<file path="config.mk">
export PLATFORM = sky130hd
export DESIGN_NAME = digital_clock
export DESIGN_NICKNAME = d
export VERILOG_FILES = /design/src/clock_pkg.sv /design/src/clock_ctrl_if.sv /design/src/clock_ctrl.sv /design/src/digital_clock.sv /design/src/seg_scan.sv /design/src/time_keeper.sv
export SDC_FILE = /design/constraint.sdc
export NUM_CORES = 1
export LEC_CHECK = 0
export ABC_AREA = 1
export BUFFER_PORTS_ARGS = -buffer_cell sky130_fd_sc_hd__buf_2
export CAP_MARGIN = 20
export CORE_AREA = 8 8 127 159
export CTS_CLUSTER_SIZE = 40
export DETAILED_ROUTE_END_ITERATION = 10
export DIE_AREA = 0 0 135 167
export GPL_ROUTABILITY_DRIVEN = 0
export SYNTH_ARGS = -nofsm -noshare
export SYNTH_HDL_FRONTEND = slang
export SYNTH_SLANG_ARGS = --single-unit
</file>
<file path="constraint.sdc">
create_clock -name clk -period 3.83 [get_ports clk]
set_input_delay 0.383 -clock clk [delete_from_list [all_inputs] [get_ports clk]]
set_output_delay 0.383 -clock clk [all_outputs]
set_load 0.05 [all_outputs]
</file>
<file path="src/clock_pkg.sv">
package clock_pkg;

	// ------------------------------
	// Mode, field and zone selects
	// ------------------------------
	typedef enum logic [1:0] {
		MODE_CLOCK,	// Running time of day
		MODE_SETUP,	// Time frozen, fields adjustable
		MODE_ALARM,	// Alarm time shown and adjustable
		MODE_WORLD	// Hour shifted by zone offset
	} mode_t;

	typedef enum logic [1:0] {
		POS_SEC,
		POS_MIN,
		POS_HOU
	} pos_t;

	typedef enum logic [1:0] {
		ZONE_USA,
		ZONE_ENG,
		ZONE_AUS
	} zone_t;

	typedef struct packed {
		logic [5:0] hou;
		logic [5:0] min;
		logic [5:0] sec;
	} hms_t;

	typedef logic [6:0] seg_t;	// {a, b, c, d, e, f, g}, active high

	// ------------------------------
	// Limits and constants
	// ------------------------------
	localparam logic [5:0] SEC_MAX = 6'd59;
	localparam logic [5:0] MIN_MAX = 6'd59;
	localparam logic [5:0] HOU_MAX = 6'd23;

	localparam logic [5:0] ZONE_OFS_USA = 6'd14;
	localparam logic [5:0] ZONE_OFS_ENG = 6'd9;
	localparam logic [5:0] ZONE_OFS_AUS = 6'd2;

	localparam int NUM_DIGITS = 6;
	localparam seg_t SEG_BLANK = 7'b000_0000;

endpackage

</file>
<file path="src/clock_ctrl_if.sv">
`timescale 1ns/1ps

interface clock_ctrl_if import clock_pkg::*; ();

	mode_t mode;
	pos_t  pos;
	zone_t zone;
	logic  alarm_en;
	logic  tick;	// One cycle per second
	logic  adj;	// One cycle per adjust press, edit modes only

	modport ctrl (
		output mode,
		output pos,
		output zone,
		output alarm_en,
		output tick,
		output adj
	);

	modport keep (
		input tick,
		input adj,
		input mode,
		input pos,
		input zone,
		input alarm_en
	);

	modport disp (input tick, input mode, input pos);

endinterface

</file>
<file path="src/clock_ctrl.sv">
`timescale 1ns/1ps

module clock_ctrl import clock_pkg::*; #(
	parameter int TICK_DIV = 50_000_000,
	parameter int BTN_DIV  = 500_000
) (
	input logic        clk,
	input logic        rst_n,
	input logic        i_btn_mode,
	input logic        i_btn_pos,
	input logic        i_btn_adj,
	input logic        i_btn_alarm,
	input logic        i_btn_zone,
	clock_ctrl_if.ctrl o_ctrl
);

	localparam int BTN_CW  = $clog2(BTN_DIV + 1);
	localparam int TICK_CW = $clog2(TICK_DIV + 1);
	localparam int NUM_BTN = 5;

	localparam int BTN_MODE  = 0;
	localparam int BTN_POS   = 1;
	localparam int BTN_ADJ   = 2;
	localparam int BTN_ALARM = 3;
	localparam int BTN_ZONE  = 4;

	logic [BTN_CW-1:0]  smp_cnt;
	logic               smp_stb;
	logic               smp_dly;	// Marks cycle after a fresh sample
	logic [NUM_BTN-1:0] btn_raw;
	logic [NUM_BTN-1:0] btn_cur;
	logic [NUM_BTN-1:0] btn_prv;
	logic [NUM_BTN-1:0] press;
	logic [TICK_CW-1:0] tick_cnt;
	logic               tick_q;
	mode_t              mode_q;
	pos_t               pos_q;
	zone_t              zone_q;
	logic               alarm_en_q;

	// ------------------------------
	// Button sampling
	// ------------------------------
	assign btn_raw = {i_btn_zone, i_btn_alarm, i_btn_adj, i_btn_pos, i_btn_mode};
	assign smp_stb = (smp_cnt == BTN_CW'(BTN_DIV - 1));

	always_ff @(posedge clk or negedge rst_n) begin
		if (!rst_n) begin
			smp_cnt <= '0;
			smp_dly <= 1'b0;
			btn_cur <= '1;	// Released
			btn_prv <= '1;
		end else begin
			smp_dly <= smp_stb;
			if (smp_stb) begin
				smp_cnt <= '0;
				btn_cur <= btn_raw;
				btn_prv <= btn_cur;
			end else begin
				smp_cnt <= smp_cnt + 1'b1;
			end
		end
	end

	// High then low across two samples
	assign press = {NUM_BTN{smp_dly}} & btn_prv & ~btn_cur;

	// ------------------------------
	// Control registers
	// ------------------------------
	always_ff @(posedge clk or negedge rst_n) begin
		if (!rst_n) begin
			mode_q     <= MODE_CLOCK;
			pos_q      <= POS_SEC;
			zone_q     <= ZONE_USA;
			alarm_en_q <= 1'b0;
		end else begin
			if (press[BTN_MODE])
				mode_q <= mode_t'(mode_q + 2'd1);	// Four modes wrap by width
			if (press[BTN_POS])
				pos_q <= (pos_q == POS_HOU) ? POS_SEC : pos_t'(pos_q + 2'd1);
			if (press[BTN_ZONE])
				zone_q <= (zone_q == ZONE_AUS) ? ZONE_USA : zone_t'(zone_q + 2'd1);
			if (press[BTN_ALARM])
				alarm_en_q <= ~alarm_en_q;
		end
	end

	// Seconds prescaler
	always_ff @(posedge clk or negedge rst_n) begin
		if (!rst_n) begin
			tick_cnt <= '0;
			tick_q   <= 1'b0;
		end else if (tick_cnt == TICK_CW'(TICK_DIV - 1)) begin
			tick_cnt <= '0;
			tick_q   <= 1'b1;
		end else begin
			tick_cnt <= tick_cnt + 1'b1;
			tick_q   <= 1'b0;
		end
	end

	assign o_ctrl.mode     = mode_q;
	assign o_ctrl.pos      = pos_q;
	assign o_ctrl.zone     = zone_q;
	assign o_ctrl.alarm_en = alarm_en_q;
	assign o_ctrl.tick     = tick_q;
	assign o_ctrl.adj      = press[BTN_ADJ] && (mode_q == MODE_SETUP || mode_q == MODE_ALARM);

	a_tick_single: assert property (@(posedge clk) disable iff (!rst_n)
		o_ctrl.tick |=> !o_ctrl.tick);

	a_adj_mode: assert property (@(posedge clk) disable iff (!rst_n)
		o_ctrl.adj |-> (o_ctrl.mode inside {MODE_SETUP, MODE_ALARM}));

endmodule

</file>
<file path="src/digital_clock.sv">
`timescale 1ns/1ps

module digital_clock import clock_pkg::*; #(
	parameter int TICK_DIV = 50_000_000,	// Cycles per second
	parameter int SCAN_DIV = 5_000,	// Cycles per digit
	parameter int BTN_DIV  = 500_000	// Cycles per button sample
) (
	input logic                   clk,
	input logic                   rst_n,
	input logic                   i_btn_mode,
	input logic                   i_btn_pos,
	input logic                   i_btn_adj,
	input logic                   i_btn_alarm,
	input logic                   i_btn_zone,
	output seg_t                  o_seg,
	output logic [NUM_DIGITS-1:0] o_seg_enb,
	output logic                  o_seg_dp,
	output logic                  o_alarm
);

	hms_t disp_time;

	clock_ctrl_if u_ctrl_if ();

	clock_ctrl #(
		.TICK_DIV (TICK_DIV),
		.BTN_DIV  (BTN_DIV)
	) u_clock_ctrl (
		.clk         (clk),
		.rst_n       (rst_n),
		.i_btn_mode  (i_btn_mode),
		.i_btn_pos   (i_btn_pos),
		.i_btn_adj   (i_btn_adj),
		.i_btn_alarm (i_btn_alarm),
		.i_btn_zone  (i_btn_zone),
		.o_ctrl      (u_ctrl_if.ctrl)
	);

	time_keeper u_time_keeper (
		.clk         (clk),
		.rst_n       (rst_n),
		.i_ctrl      (u_ctrl_if.keep),
		.o_disp_time (disp_time),
		.o_alarm     (o_alarm)
	);

	seg_scan #(
		.SCAN_DIV (SCAN_DIV)
	) u_seg_scan (
		.clk         (clk),
		.rst_n       (rst_n),
		.i_ctrl      (u_ctrl_if.disp),
		.i_disp_time (disp_time),
		.o_seg       (o_seg),
		.o_seg_enb   (o_seg_enb),
		.o_seg_dp    (o_seg_dp)
	);

endmodule

</file>
<file path="src/seg_scan.sv">
`timescale 1ns/1ps

module seg_scan import clock_pkg::*; #(
	parameter int SCAN_DIV = 5_000
) (
	input logic                   clk,
	input logic                   rst_n,
	clock_ctrl_if.disp            i_ctrl,
	input hms_t                   i_disp_time,
	output seg_t                  o_seg,
	output logic [NUM_DIGITS-1:0] o_seg_enb,
	output logic                  o_seg_dp
);

	localparam int SCAN_CW = $clog2(SCAN_DIV + 1);

	logic [SCAN_CW-1:0] scan_cnt;
	logic [2:0]         dig_sel;	// 0 is seconds ones, 5 hours tens
	logic               blink;
	logic [3:0]         digit [NUM_DIGITS];
	logic [3:0]         dig_val;
	logic               edit_mode;
	logic               in_field;

	function automatic seg_t seg_dec(input logic [3:0] num);
		case (num)
			4'd0:    return 7'b111_1110;
			4'd1:    return 7'b011_0000;
			4'd2:    return 7'b110_1101;
			4'd3:    return 7'b111_1001;
			4'd4:    return 7'b011_0011;
			4'd5:    return 7'b101_1011;
			4'd6:    return 7'b101_1111;
			4'd7:    return 7'b111_0000;
			4'd8:    return 7'b111_1111;
			4'd9:    return 7'b111_0011;
			default: return SEG_BLANK;
		endcase
	endfunction

	// ------------------------------
	// Digit split
	// ------------------------------
	always_comb begin
		digit[0] = 4'(i_disp_time.sec % 6'd10);
		digit[1] = 4'(i_disp_time.sec / 6'd10);
		digit[2] = 4'(i_disp_time.min % 6'd10);
		digit[3] = 4'(i_disp_time.min / 6'd10);
		digit[4] = 4'(i_disp_time.hou % 6'd10);
		digit[5] = 4'(i_disp_time.hou / 6'd10);
	end

	// ------------------------------
	// Scan and blink
	// ------------------------------
	always_ff @(posedge clk or negedge rst_n) begin
		if (!rst_n) begin
			scan_cnt <= '0;
			dig_sel  <= 3'd0;
		end else if (scan_cnt == SCAN_CW'(SCAN_DIV - 1)) begin
			scan_cnt <= '0;
			dig_sel  <= (dig_sel == 3'(NUM_DIGITS - 1)) ? 3'd0 : dig_sel + 3'd1;
		end else begin
			scan_cnt <= scan_cnt + 1'b1;
		end
	end

	always_ff @(posedge clk or negedge rst_n) begin
		if (!rst_n)
			blink <= 1'b1;	// Start in the visible phase
		else if (i_ctrl.tick)
			blink <= ~blink;
	end

	assign dig_val   = digit[dig_sel];
	assign edit_mode = (i_ctrl.mode == MODE_SETUP) || (i_ctrl.mode == MODE_ALARM);
	assign in_field  = (dig_sel[2:1] == i_ctrl.pos);	// Digit pair of the selected field

	assign o_seg     = (edit_mode && in_field && !blink) ? SEG_BLANK : seg_dec(dig_val);
	assign o_seg_enb = ~(NUM_DIGITS'(1) << dig_sel);

	// Ones digit in setup, tens digit in alarm
	always_comb begin
		case (i_ctrl.mode)
			MODE_SETUP: o_seg_dp = in_field && !dig_sel[0];
			MODE_ALARM: o_seg_dp = in_field && dig_sel[0];
			default:    o_seg_dp = 1'b0;
		endcase
	end

	a_one_enb: assert property (@(posedge clk) disable iff (!rst_n) $onehot(~o_seg_enb));

endmodule

</file>
<file path="src/time_keeper.sv">
`timescale 1ns/1ps

module time_keeper import clock_pkg::*; (
	input logic        clk,
	input logic        rst_n,
	clock_ctrl_if.keep i_ctrl,
	output hms_t       o_disp_time,
	output logic       o_alarm
);

	hms_t       tod_q;	// Time of day
	hms_t       alm_q;	// Alarm time
	logic       alarm_q;
	logic       match;
	logic [5:0] zone_ofs;
	logic [5:0] world_sum;
	logic [5:0] world_hou;

	function automatic logic [5:0] wrap_inc(input logic [5:0] val, input logic [5:0] lim);
		return (val >= lim) ? 6'd0 : val + 6'd1;
	endfunction

	// Single field step, no carry into the next field
	function automatic hms_t adj_field(input hms_t t, input pos_t p);
		hms_t r;
		r = t;
		case (p)
			POS_SEC: r.sec = wrap_inc(t.sec, SEC_MAX);
			POS_MIN: r.min = wrap_inc(t.min, MIN_MAX);
			POS_HOU: r.hou = wrap_inc(t.hou, HOU_MAX);
			default: r = t;
		endcase
		return r;
	endfunction

	// ------------------------------
	// Time of day
	// ------------------------------
	always_ff @(posedge clk or negedge rst_n) begin
		if (!rst_n) begin
			tod_q <= '0;
		end else if (i_ctrl.mode == MODE_SETUP) begin
			if (i_ctrl.adj)	// Frozen apart from edits
				tod_q <= adj_field(tod_q, i_ctrl.pos);
		end else if (i_ctrl.tick) begin
			tod_q.sec <= wrap_inc(tod_q.sec, SEC_MAX);
			if (tod_q.sec == SEC_MAX) begin
				tod_q.min <= wrap_inc(tod_q.min, MIN_MAX);
				if (tod_q.min == MIN_MAX)
					tod_q.hou <= wrap_inc(tod_q.hou, HOU_MAX);
			end
		end
	end

	always_ff @(posedge clk or negedge rst_n) begin
		if (!rst_n)
			alm_q <= '0;
		else if (i_ctrl.adj && i_ctrl.mode == MODE_ALARM)
			alm_q <= adj_field(alm_q, i_ctrl.pos);
	end

	// Latched until the alarm is disabled
	assign match = (tod_q == alm_q);

	always_ff @(posedge clk or negedge rst_n) begin
		if (!rst_n)
			alarm_q <= 1'b0;
		else
			alarm_q <= i_ctrl.alarm_en & (alarm_q | match);
	end

	assign o_alarm = alarm_q;

	// ------------------------------
	// Display selection
	// ------------------------------
	always_comb begin
		case (i_ctrl.zone)
			ZONE_ENG: zone_ofs = ZONE_OFS_ENG;
			ZONE_AUS: zone_ofs = ZONE_OFS_AUS;
			default:  zone_ofs = ZONE_OFS_USA;
		endcase
	end

	assign world_sum = tod_q.hou + zone_ofs;	// At most 37, fits six bits
	assign world_hou = (world_sum > HOU_MAX) ? world_sum - (HOU_MAX + 6'd1) : world_sum;

	always_comb begin
		case (i_ctrl.mode)
			MODE_ALARM: o_disp_time = alm_q;
			MODE_WORLD: o_disp_time = '{hou: world_hou, min: tod_q.min, sec: tod_q.sec};
			default:    o_disp_time = tod_q;
		endcase
	end

	a_field_range: assert property (@(posedge clk) disable iff (!rst_n)
		tod_q.sec <= SEC_MAX && tod_q.min <= MIN_MAX && tod_q.hou <= HOU_MAX &&
		alm_q.sec <= SEC_MAX && alm_q.min <= MIN_MAX && alm_q.hou <= HOU_MAX &&
		o_disp_time.hou <= HOU_MAX);

endmodule
</file>
==> insert_results.sql, run 1 <==
INSERT INTO impl_metrics (metric_group, metric, value, unit) VALUES
('final_layout', 'syn2layout_area_growth', '28.0', '%'),
('cts', 'worstSkewPairLatency', '0.42', 'ns'),
('yosys', 'netlist.area_leader.share', '34.2', '%'),
('final_layout', 'nets', '1194', ''),
('timing', 'timing.max_slew.rel_slack', '45.6', '%'),
('run_status', 'violated_checks', 'setup timing', ''),
('setup_path', 'timing.critical_path.depth', '35', ''),
('yosys', 'synth_top_area_cell', 'dfrtp_1', ''),
('timing', 'setup_ws', '-0.904', 'ns'),
('cts', 'htreeDepth', '4', ''),
('pwr', 'vdd_drop_max', '0.000217', 'V'),
('final_layout', 'layout.core_utilization', '56.5', '%'),
('timing', 'finalSetupViolCount', '7', ''),
('timing', 'final.setup.tns', '-6.06', 'ns'),
('drt', 'drc', '0', ''),
('global_route', 'met1_usage', '19.4', '%'),
('cts', 'cts-root-buf', 'clkbuf_16', ''),
('global_route', 'wire_length_of_the_first_global_routing_pass', '31100', 'um'),
('global_route', 'antenna_violations_before_repair', '0', ''),
('setup_path', 'worst_setup_path_startpoint', 'u_clock_ctrl.o_ctrl.zone[0]', ''),
('global_route', 'grt_start_max_net_pins', '63', ''),
('setup_path', 'critical_path_arrival', '4.35', 'ns'),
('yosys', 'synth_area', '0.00783', 'mm2'),
('cts', 'cts_made_buffers', '17', ''),
('final_layout', 'multi_input_gate_area_in_the_final_layout', '0.00456', 'mm2'),
('setup_path', 'critical-path-max-stage-delay', '0.44', 'ns'),
('global_route', 'gr-usage-all-layers', '16.8', '%'),
('drt', 'drt-vias-per-instance', '4.94', ''),
('yosys', 'cell_count_after_synthesis', '1021', ''),
('yosys', 'synth-compound-area-share', '12.1', '%'),
('final_layout', 'antennaDiodeCount', '0', ''),
('timing', 'final_slew_viol_count', '0', ''),
('timing', 'final_period_util', '124', '%'),
('yosys', 'synth_mux_area_share', '0', '%'),
('run_status', 'run_status', 'complete, but fails checks', ''),
('floorplanning', 'die_height', '167', 'um'),
('setup_path', 'critPathMaxFanout', '4', ''),
('setup_path', 'cpLargestDelayFamily', 'simple AND/OR/NAND/NOR gates', ''),
('setup_path', 'setup.worst_path.start_class', 'register', ''),
('yosys', 'syn-mean-instance-area', '7.67', 'um2'),
('yosys', 'top_reg_cell_synth', 'dfrtp_1', ''),
('floorplanning', 'std_cell_rows', '55', ''),
('setup_path', 'timing_worst_setup_path_type', 'register to output pin', ''),
('drt', 'detail_route.wl_per_cell', '13.0', 'um'),
('floorplanning', 'fp.coreArea', '0.0178', 'mm2'),
('global_route', 'grt.met3_usage', '3.25', '%'),
('floorplanning', 'start_util', '44.1', '%'),
('timing', 'maxClockFrequency', '211', 'MHz'),
('setup_path', 'worstReg2RegStart', 'u_clock_ctrl.tick_cnt[0]', ''),
('floorplanning', 'floorplan.io_pins', '22', ''),
('timing', 'worstMarginPinSlew', '0.817', 'ns'),
('timing', 'min_period', '4.73', 'ns'),
('global_route', 'layer_with_the_highest_usage', 'met2', ''),
('final_layout', 'final_layout_size_suffix_gt1_share', '26.9', '%'),
('cts', 'cts_tree', 'yes', ''),
('yosys', 'yosys-top-cells-area', 'dfrtp_1 34%, nand2_1 8.3%, inv_1 8.2%', ''),
('setup_path', 'worst_r2r_path_depth', '11', ''),
('timing', 'grt_setup_unrepaired', 'yes', ''),
('min_path', 'hp-class', 'input pin to asynchronous set/reset pin', ''),
('yosys', 'synth_fa_ha_area_share', '6.01', '%'),
('pwr', 'power.density', '285', 'mW/mm2'),
('global_route', 'grt_pass1_vias', '6863', ''),
('pwr', 'sum_of_internal_switching_and_leakage_power', '2.85', 'mW'),
('setup_path', 'critPathRequiredTime', '3.45', 'ns'),
('drt', 'detail_route.first_pass.iterations', '5', ''),
('job', 'maxCapViolations', '0', ''),
('setup_path', 'path_buf_inv', '5', ''),
('global_route', 'overflow', '0', ''),
('yosys', 'ys_warn_count', '0', ''),
('global_route', 'met2_use_gr', '29.4', '%'),
('final_layout', 'layout.area.seq', '0.00297', 'mm2');
==> stage by stage <==
stage / worst slack, ns / cell area (um2) / hold WS, ns
2_1_floorplan: -0.395 / 8030 / 0.0874
3_3_place_gp: -0.561 / 9010 / 0.451
3_5_place_dp: -0.626 / 9010 / 0.460
4_1_cts: -0.940 / 9840 / 0.0900
5_1_grt: -1.20 / 10000 / 0.116
6_report: -0.904 / 10000 / 0.0586
==> power by group <==
group / internal (mW) / switching [mW] / total, mW
clock network: 0.993 / 0.583 / 1.58
registers: 1.25 / 0 / 1.25
logic: 0.00447 / 0.0252 / 0.0296
total: 2.25 / 0.608 / 2.85
==> worst paths after layout <==
| check | to | slack, ns |
|---|---|---|
| max | o_seg[0] | -0.90 |
| max in group asynchronous | u_clock_ctrl.btn_prv[3] | 2.91 |
| min | u_seg_scan.scan_cnt[6] | 0.06 |
| min reg2reg | u_clock_ctrl.tick_cnt[0] | 0.46 |
| max reg2reg | u_clock_ctrl.tick_cnt[24] | 0.98 |
| min in group clk | u_clock_ctrl.btn_cur[3] | 0.18 |
==> cell usage in the layout, fill, tap and decap left out, types with 17 or more instances in the layout <==
| master | n |
|---|---|
| xor2_1 | 38 |
| dfrtp_1 | 106 |
| nand2_1 | 163 |
| nand2_2 | 31 |
| buf_4 | 94 |
| a21oi_1 | 31 |
| ha_1 | 22 |
| nand4_1 | 18 |
| o21ai_0 | 59 |
| nor2_1 | 87 |
| inv_1 | 161 |
| clkbuf_16 | 17 |
| inv_2 | 20 |
| nand3_1 | 47 |
| nand2_4 | 18 |
| nand3_2 | 19 |
| nor3_1 | 33 |
==> state kept, by name (all words and copies together) (netlist names) <==
name,cells
u_clock_ctrl.o_ctrl.mode,2
u_clock_ctrl.o_ctrl.zone,2
u_time_keeper.alm_q,18
u_clock_ctrl.o_ctrl.pos,2
u_clock_ctrl.btn_cur,5
u_seg_scan.scan_cnt,13
u_time_keeper.o_alarm,1
u_clock_ctrl.smp_dly,1
u_seg_scan.blink,1
u_clock_ctrl.o_ctrl.tick,1
u_clock_ctrl.smp_cnt,19
u_clock_ctrl.o_ctrl.alarm_en,1
u_clock_ctrl.tick_cnt,26
u_seg_scan.dig_sel,3
u_clock_ctrl.btn_prv,5
u_time_keeper.tod_q,18
==> metal layers <==
layer / part of all wire, % / up-vias
li1: - / 3580
met1: 45 / 3183
met2: 51 / 81
met3: 2.4 / 30
met4: 2.1 / 0
met5: 0 / -
==> area by class of cell <==
type                            instances  area share [%]
Multi-Input combinational cell        710            45.5
Clock buffer                           21            4.59
Timing Repair Buffer                  118            9.16
Tap cell                              228            2.85
Clock inverter                         11            1.24
Inverter                              185            7.03
Sequential cell                       118            29.6
==> timing repair <==
item	in CTS	in global routing
gates resized for setup	53	28
pin swaps	45	37
hold buffers	0	0
setup endpoints to repair	7	7
setup buffers	7	6
==> logic make-up (layout without fill, tap and decap cells) <==
kind of cell	count (synthesis)	in the layout
XOR/XNOR	42	42
flip-flops	118	118
buffers and inverters	193	335
AND/OR/NAND/NOR	479	479
AO/OA/AOI/OAI	152	152
adder cells (fa/ha/maj)	37	37
(Power assumes the default switching activity.)
==> inputs of run 2 (changes only) <==
--- a/config.mk
+++ b/config.mk
@@ -8,11 +8,12 @@
 export ABC_AREA = 1
 export BUFFER_PORTS_ARGS = -buffer_cell sky130_fd_sc_hd__buf_2
 export CAP_MARGIN = 20
-export CORE_AREA = 8 8 127 159
+export CORE_AREA = 8 8 116 145
 export CTS_CLUSTER_SIZE = 40
 export DETAILED_ROUTE_END_ITERATION = 10
-export DIE_AREA = 0 0 135 167
-export GPL_ROUTABILITY_DRIVEN = 0
+export DIE_AREA = 0 0 124 153
+export GPL_ROUTABILITY_DRIVEN = 1
+export PLACE_DENSITY = 0.73
 export SYNTH_ARGS = -nofsm -noshare
 export SYNTH_HDL_FRONTEND = slang
 export SYNTH_SLANG_ARGS = --single-unit
==> run 2 against run 1 <==
The flow still finishes with violations (setup timing). Worst hold slack gained 0.12 ns. Final cell count fell by 4.1%. Highest routed layer unchanged. Core utilization is 11 points higher. Power rose by 3.1%. Via count grew 2.8%. Critical endpoint is now o_seg[3]. Clock power increased by 5%. Clock-buffer cell count decreased by 3. Critical path type unchanged. Clock skew down 0.0030 ns. Register-to-register slack gained 0.02 ns. Critical path depth unchanged. Sequential share of layout area is 0.50 points higher.
==> insert_results.sql, run 2 (synthesized netlist as in run 1, its figures left out) <==
INSERT INTO impl_metrics (metric_group, metric, value, unit) VALUES
('setup_path', 'cpLargestDelayFamily', 'simple AND/OR/NAND/NOR gates', ''),
('cts', 'max_buffers_root_to_sink', '2', ''),
('timing', 'final_period_util', '126', '%'),
('setup_path', 'setup.worst_path.start_class', 'register', ''),
('pwr', 'power.density', '299', 'mW/mm2'),
('timing', 'worstMarginPinSlew', '1.02', 'ns'),
('final_layout', 'nets', '1183', ''),
('drt', 'drt-vias-per-instance', '5.30', ''),
('place', 'portBuffers', '21', ''),
('timing', 'final.setup.tns', '-6.63', 'ns'),
('global_route', 'antenna_violations_before_repair', '0', ''),
('timing', 'timing.max_slew.rel_slack', '31.9', '%'),
('drt', 'totalWireLength', '18500', 'um'),
('pwr', 'p_leak', '4.79', 'nW'),
('drt', 'drc', '0', ''),
('timing', 'setup_ws', '-0.985', 'ns'),
('setup_path', 'critical-path-max-stage-delay', '0.46', 'ns'),
('setup_path', 'worstReg2RegStart', 'u_clock_ctrl.tick_cnt[0]', ''),
('final_layout', 'largest_register_ff_count', '26', ''),
('setup_path', 'timing.critical_path.depth', '35', ''),
('setup_path', 'critical_path.endpoint_type', 'output pin', ''),
('cts', 'cts_tree', 'yes', ''),
('floorplanning', 'die_area', '0.0190', 'mm2'),
('drt', 'antenna_left', '0', ''),
('timing', 'final_slew_viol_count', '0', ''),
('timing', 'grt_setup_unrepaired', 'yes', ''),
('setup_path', 'timing.rr.end', 'u_clock_ctrl.tick_cnt[24]', ''),
('final_layout', 'n_fill_cell', '1220', ''),
('place', 'dp.cells', '1290', ''),
('timing', 'min_period', '4.81', 'ns'),
('timing', 'report.final.hold_viol_count', '0', ''),
('timing', 'maxClockFrequency', '208', 'MHz'),
('global_route', 'grt_pass1_vias', '7020', ''),
('timing', 'finalSetupViolCount', '7', ''),
('setup_path', 'timing_worst_setup_path_type', 'register to output pin', ''),
('global_route', 'gr-usage-all-layers', '20.4', '%'),
('cts', 'cts_made_buffers', '17', ''),
('global_route', 'grt_start_max_net_pins', '110', ''),
('job', 'maxCapViolations', '0', ''),
('drt', 'route.vias.total', '7064', ''),
('final_layout', 'layout.core_utilization', '67.3', '%'),
('final_layout', 'largest-register', 'u_clock_ctrl.tick_cnt', ''),
('cts', 'clk_pin_slew_worst_paths', '0.06', 'ns'),
('final_layout', 'finish.instance_area', '0.00986', 'mm2'),
('setup_path', 'critPathCapture', 'o_seg[3]', ''),
('floorplanning', 'die_height', '153', 'um'),
('cts', 'cts-root-buf', 'clkbuf_16', ''),
('final_layout', 'largest_regs', 'u_clock_ctrl.tick_cnt x26, u_clock_ctrl.smp_cnt x19', ''),
('setup_path', 'critical_path_arrival', '4.43', 'ns'),
('place', 'dpl-instance-area', '0.00888', 'mm2'),
('setup_path', 'worst_r2r_path_depth', '11', ''),
('timing', 'worst_hold_slack', '0.176', 'ns'),
('cts', 'cts_num_sinks', '118', ''),
('setup_path', 'timing.reg2reg.setup_slack', '1.00', 'ns'),
('cts', 'worstSkewPairLatency', '0.41', 'ns'),
('drt', 'detail_route.first_pass.iterations', '7', ''),
('place', 'detailedPlacementHpwl', '13200', 'um'),
('run_status', 'violated_checks', 'setup timing', ''),
('drt', 'initialDrtViolationCount', '417', ''),
('place', 'gp_congestion', '0.911', ''),
('cts', 'htreeDepth', '4', ''),
('run_status', 'run_status', 'complete, but fails checks', ''),
('final_layout', 'antennaDiodeCount', '0', ''),
('setup_path', 'worst_setup_path_startpoint', 'u_clock_ctrl.o_ctrl.zone[0]', ''),
('floorplanning', 'die_span_in_x', '124', 'um'),
('drt', 'detail_route.wl_per_cell', '13.9', 'um'),
('final_layout', 'final_layout_size_suffix_gt1_share', '25.8', '%'),
('floorplanning', 'start_util', '53.5', '%'),
('setup_path', 'crit_slowest_cell', 'dfrtp_2', ''),
('timing', 'clock_skew', '0.00898', 'ns'),
('floorplanning', 'floorplan.io_pins', '22', ''),
('pwr', 'vdd_drop_max', '0.000209', 'V'),
('floorplanning', 'fp.coreArea', '0.0146', 'mm2'),
('setup_path', 'path_buf_inv', '5', ''),
('final_layout', 'final_cells', '1334', ''),
('global_route', 'wire_length_of_the_first_global_routing_pass', '31900', 'um'),
('floorplanning', 'std_cell_rows', '50', ''),
('min_path', 'hp-class', 'input pin to register', ''),
('final_layout', 'commonest_non_fill_non_tap_cell_in_the_layout', 'nand2_1', ''),
('final_layout', 'syn2layout_area_growth', '25.9', '%'),
('setup_path', 'critPathMostFrequentCell', 'nand2_2', ''),
('setup_path', 'critPathRequiredTime', '3.45', 'ns'),
('setup_path', 'critPathMaxFanout', '3', ''),
('global_route', 'overflow', '0', ''),
('final_layout', 'highest_count_cells_in_the_layout_ignoring_fill_and_taps', '164 x nand2_1, 160 x inv_1, 106 x dfrtp_1', '');
[run 2: report_power, final]
group          switching, mW  total (mW)  internal (mW)  leakage [nW]
combinational         0.0250      0.0302        0.00522          2.93
clock                  0.618        1.66           1.05         0.290
sequential                 0        1.25           1.25          1.56
total                  0.643        2.94           2.30          4.79
[run 2: final cells by class]
cell class	count	area [um2]	share of cell area [%]
multi-input combinational	710	4510	45.8
clock buffer	18	439	4.46
timing repair buffer	107	831	8.43
clock inverter	14	174	1.76
inverter	185	704	7.15
tap	182	228	2.31
sequential	118	2970	30.1
[run 2: repair_timing]
| item | 4_1_cts | 5_1_grt |
|---|---|---|
| pin swaps | 18 | 13 |
| setup buffers | 8 | 3 |
| hold endpoints to repair | 9 | 0 |
| hold buffers | 1 | 0 |
| gates resized for setup | 35 | 37 |
| endpoints found under the setup margin | 7 | 7 |
[run 2: stage by stage]
| step | total power [mW] | setup WS (ns) |
|---|---|---|
| after global placement | 1.30 | -0.521 |
| final | 2.94 | -0.985 |
| after CTS | 2.97 | -0.923 |
| after detailed placement | 1.30 | -0.654 |
| after floorplan | 1.27 | -0.395 |
| after global routing | 3.03 | -1.25 |
[run 2: worst min-delay path by stage]
stage | startpoint | to | slack (ns) | cells after the start
2_1_floorplan | rst_n | u_clock_ctrl.o_ctrl.alarm_en | 0.09 | 0
3_3_place_gp | rst_n | u_seg_scan.scan_cnt[8] | 0.22 | 1
3_5_place_dp | rst_n | u_seg_scan.scan_cnt[8] | 0.23 | 1
4_1_cts | i_btn_alarm | u_clock_ctrl.btn_cur[3] | 0.17 | 3
5_1_grt | i_btn_zone | u_clock_ctrl.btn_cur[4] | 0.20 | 3
6_report | i_btn_alarm | u_clock_ctrl.btn_cur[3] | 0.18 | 3
[run 2: worst min-delay path: cells and delay by family]
family / cells / cell delay [ns]
buf+inv: 1 / 0.07
simple gates: 1 / 0.04
compound gates: 1 / 0.06
[run 2: metal layers]
layer / global-route usage (%) / vias to the layer above / wire (um)
li1: - / 3555 / -
met1: 23.6 / 3335 / 7650
met2: 36.4 / 130 / 9850
met3: 3.61 / 44 / 570
met4: 7.44 / 0 / 464
met5: 0 / - / 0
==> inputs of run 3 (changes only) <==
--- a/config.mk
+++ b/config.mk
@@ -8,12 +8,11 @@
 export ABC_AREA = 1
 export BUFFER_PORTS_ARGS = -buffer_cell sky130_fd_sc_hd__buf_2
 export CAP_MARGIN = 20
-export CORE_AREA = 8 8 116 145
+export CORE_AREA = 8 8 156 195
 export CTS_CLUSTER_SIZE = 40
 export DETAILED_ROUTE_END_ITERATION = 10
-export DIE_AREA = 0 0 124 153
+export DIE_AREA = 0 0 164 203
 export GPL_ROUTABILITY_DRIVEN = 1
-export PLACE_DENSITY = 0.73
 export SYNTH_ARGS = -nofsm -noshare
 export SYNTH_HDL_FRONTEND = slang
 export SYNTH_SLANG_ARGS = --single-unit
==> run 3 against run 2 <==
The flow still finishes with violations (setup timing). First-iteration DRC count fell by 27%. Wire length decreased by 0.89%. Sequential power is essentially flat. Sequential share of layout area fell by 0.86 points. Clock power grew 9.6%. Clock skew is 0.00098 ns higher.
==> insert_results.sql, run 3 (synthesized netlist as in run 1, its figures left out) <==
INSERT INTO impl_metrics (metric_group, metric, value, unit) VALUES
('timing', 'clock_skew', '0.00996', 'ns'),
('drt', 'route.vias.total', '6943', ''),
('setup_path', 'critical_path.endpoint_type', 'output pin', ''),
('final_layout', 'largest-register', 'u_clock_ctrl.tick_cnt', ''),
('final_layout', 'syn2layout_area_growth', '29.6', '%'),
('setup_path', 'critical-path-max-stage-delay', '0.45', 'ns'),
('setup_path', 'critical_path_arrival', '4.36', 'ns'),
('timing', 'report.final.hold_viol_count', '0', ''),
('setup_path', 'path_buf_inv', '5', ''),
('final_layout', 'layout.core_utilization', '37.2', '%'),
('drt', 'detail_route.first_pass.iterations', '5', ''),
('timing', 'worst_hold_slack', '0.186', 'ns'),
('run_status', 'violated_checks', 'setup timing', ''),
('timing', 'timing.max_slew.rel_slack', '51.8', '%'),
('cts', 'max_buffers_root_to_sink', '2', ''),
('cts', 'cts-root-buf', 'clkbuf_16', ''),
('cts', 'cts_made_buffers', '17', ''),
('pwr', 'vdd_drop_max', '0.000235', 'V'),
('timing', 'final_slew_viol_count', '0', ''),
('final_layout', 'highest_count_cells_in_the_layout_ignoring_fill_and_taps', '164 x nand2_1, 160 x inv_1, 106 x dfrtp_1', ''),
('global_route', 'gr-usage-all-layers', '11.5', '%'),
('final_layout', 'commonest_non_fill_non_tap_cell_in_the_layout', 'nand2_1', ''),
('timing', 'maxClockFrequency', '211', 'MHz'),
('floorplanning', 'fp.coreArea', '0.0273', 'mm2'),
('global_route', 'wire_length_of_the_first_global_routing_pass', '31900', 'um'),
('timing', 'finalSetupViolCount', '7', ''),
('drt', 'detail_route.wl_per_cell', '12.2', 'um'),
('final_layout', 'largest_regs', 'u_clock_ctrl.tick_cnt x26, u_clock_ctrl.smp_cnt x19', ''),
('cts', 'htreeDepth', '4', ''),
('place', 'gp_congestion', '0.848', ''),
('floorplanning', 'std_cell_rows', '68', ''),
('timing', 'worstMarginPinSlew', '0.721', 'ns'),
('place', 'dp_worst_setup_slack', '-0.644', 'ns'),
('drt', 'totalWireLength', '18400', 'um'),
('job', 'maxCapViolations', '0', ''),
('setup_path', 'critPathRequiredTime', '3.45', 'ns'),
('final_layout', 'nets', '1185', ''),
('place', 'portBuffers', '21', ''),
('floorplanning', 'start_util', '28.7', '%'),
('drt', 'drt-vias-per-instance', '4.62', ''),
('cts', 'worstSkewPairLatency', '0.42', 'ns'),
('global_route', 'overflow', '0', ''),
('place', 'detailedPlacementHpwl', '13900', 'um'),
('timing', 'final_period_util', '124', '%'),
('final_layout', 'n_fill_cell', '2725', ''),
('setup_path', 'cpLargestDelayFamily', 'simple AND/OR/NAND/NOR gates', ''),
('setup_path', 'setup.worst_path.start_class', 'register', ''),
('pwr', 'power.density', '305', 'mW/mm2'),
('floorplanning', 'die_height', '203', 'um'),
('drt', 'antenna_left', '0', ''),
('pwr', 'p_leak', '4.83', 'nW'),
('drt', 'initialDrtViolationCount', '306', ''),
('setup_path', 'critPathMostFrequentCell', 'nand2_2', ''),
('setup_path', 'timing_worst_setup_path_type', 'register to output pin', ''),
('final_layout', 'largest_register_ff_count', '26', ''),
('drt', 'drc', '0', ''),
('floorplanning', 'floorplan.io_pins', '22', ''),
('global_route', 'grt_pass1_vias', '7014', ''),
('cts', 'cts_tree', 'yes', ''),
('floorplanning', 'die_span_in_x', '164', 'um'),
('pwr', 'sum_of_internal_switching_and_leakage_power', '3.10', 'mW'),
('final_layout', 'antennaDiodeCount', '0', ''),
('run_status', 'run_status', 'complete, but fails checks', ''),
('global_route', 'grt_start_max_net_pins', '96', ''),
('floorplanning', 'die_area', '0.0333', 'mm2'),
('cts', 'clk_pin_slew_worst_paths', '0.06', 'ns'),
('timing', 'grt_setup_unrepaired', 'yes', ''),
('setup_path', 'crit_slowest_cell', 'dfrtp_2', ''),
('setup_path', 'critPathMaxFanout', '3', ''),
('global_route', 'antenna_violations_before_repair', '0', ''),
('cts', 'cts_num_sinks', '118', ''),
('min_path', 'hp-class', 'input pin to register', ''),
('timing', 'min_period', '4.75', 'ns'),
('timing', 'setup_ws', '-0.918', 'ns'),
('final_layout', 'final_layout_size_suffix_gt1_share', '25.8', '%');
-- run 3: metrics by stage --
stage | instances | instance area, um2 | TNS (ns)
after floorplan | 1021 | 8030 | -1.98
after global placement | 1460 | 9120 | -3.60
after detailed placement | 1460 | 9120 | -4.22
after CTS | 1503 | 10000 | -6.40
after global routing | 1504 | 10100 | -8.61
final | 1504 | 10100 | -6.10
-- run 3: path summary, 6_finish.rpt --
kind                                             startpoint                          end  slack [ns]  cells past startpoint
worst max register to register     u_clock_ctrl.tick_cnt[0]    u_clock_ctrl.tick_cnt[24]        0.98                     11
max in group asynchronous                             rst_n  u_clock_ctrl.o_ctrl.zone[0]        2.56                      3
worst max-delay path            u_clock_ctrl.o_ctrl.zone[0]                     o_seg[0]       -0.92                     35
worst min register to register     u_clock_ctrl.o_ctrl.tick             u_seg_scan.blink        0.44                      1
worst min-delay path                              i_btn_pos      u_clock_ctrl.btn_cur[1]        0.19                      3
min in group asynchronous                             rst_n    u_clock_ctrl.tick_cnt[22]        0.41                      2
-- run 3: cell type report --
type                       instances  area, um2  share of cell area (%)
clock buffer                      20        447                    4.40
clock inverter                    12        224                    2.21
inverter                         185        704                    6.94
multi-input combinational        710       4510                    44.4
sequential                       118       2970                    29.2
tap                              350        438                    4.32
timing repair buffer             109        862                    8.49
-- run 3: repair_timing --
| item | CTS | global route |
|---|---|---|
| gates cloned | 0 | 0 |
| setup endpoints to repair | 7 | 7 |
| pin swaps | 39 | 22 |
| hold buffers | 1 | 0 |
| buffers inserted | 10 | 1 |
| resized for setup | 46 | 27 |
| hold endpoints to repair | 23 | 0 |
-- run 3: worst register-to-register path: cells and delay by family (launching register included) --
kind | cells | cell delay (ns)
simple gates | 8 | 1.91
flops | 1 | 0.37
fa+ha+maj | 1 | 0.21
xor+xnor | 1 | 0.17
buf+inv | 1 | 0.09
-- run 3: metal layers --
layer / routed length, um / up-vias / global-route usage, %
met5: 0 / - / 0
met4: 258 / 0 / 3.51
met3: 586 / 15 / 2.39
met2: 9290 / 91 / 20.2
met1: 8240 / 3276 / 13.9
li1: - / 3561 / -
-- run 3: power by group --
part           internal (mW)  switching, mW  total (mW)
Clock                   1.24          0.582        1.82
Combinational        0.00518         0.0255      0.0307
Sequential              1.25              0        1.25
Total                   2.49          0.608        3.10
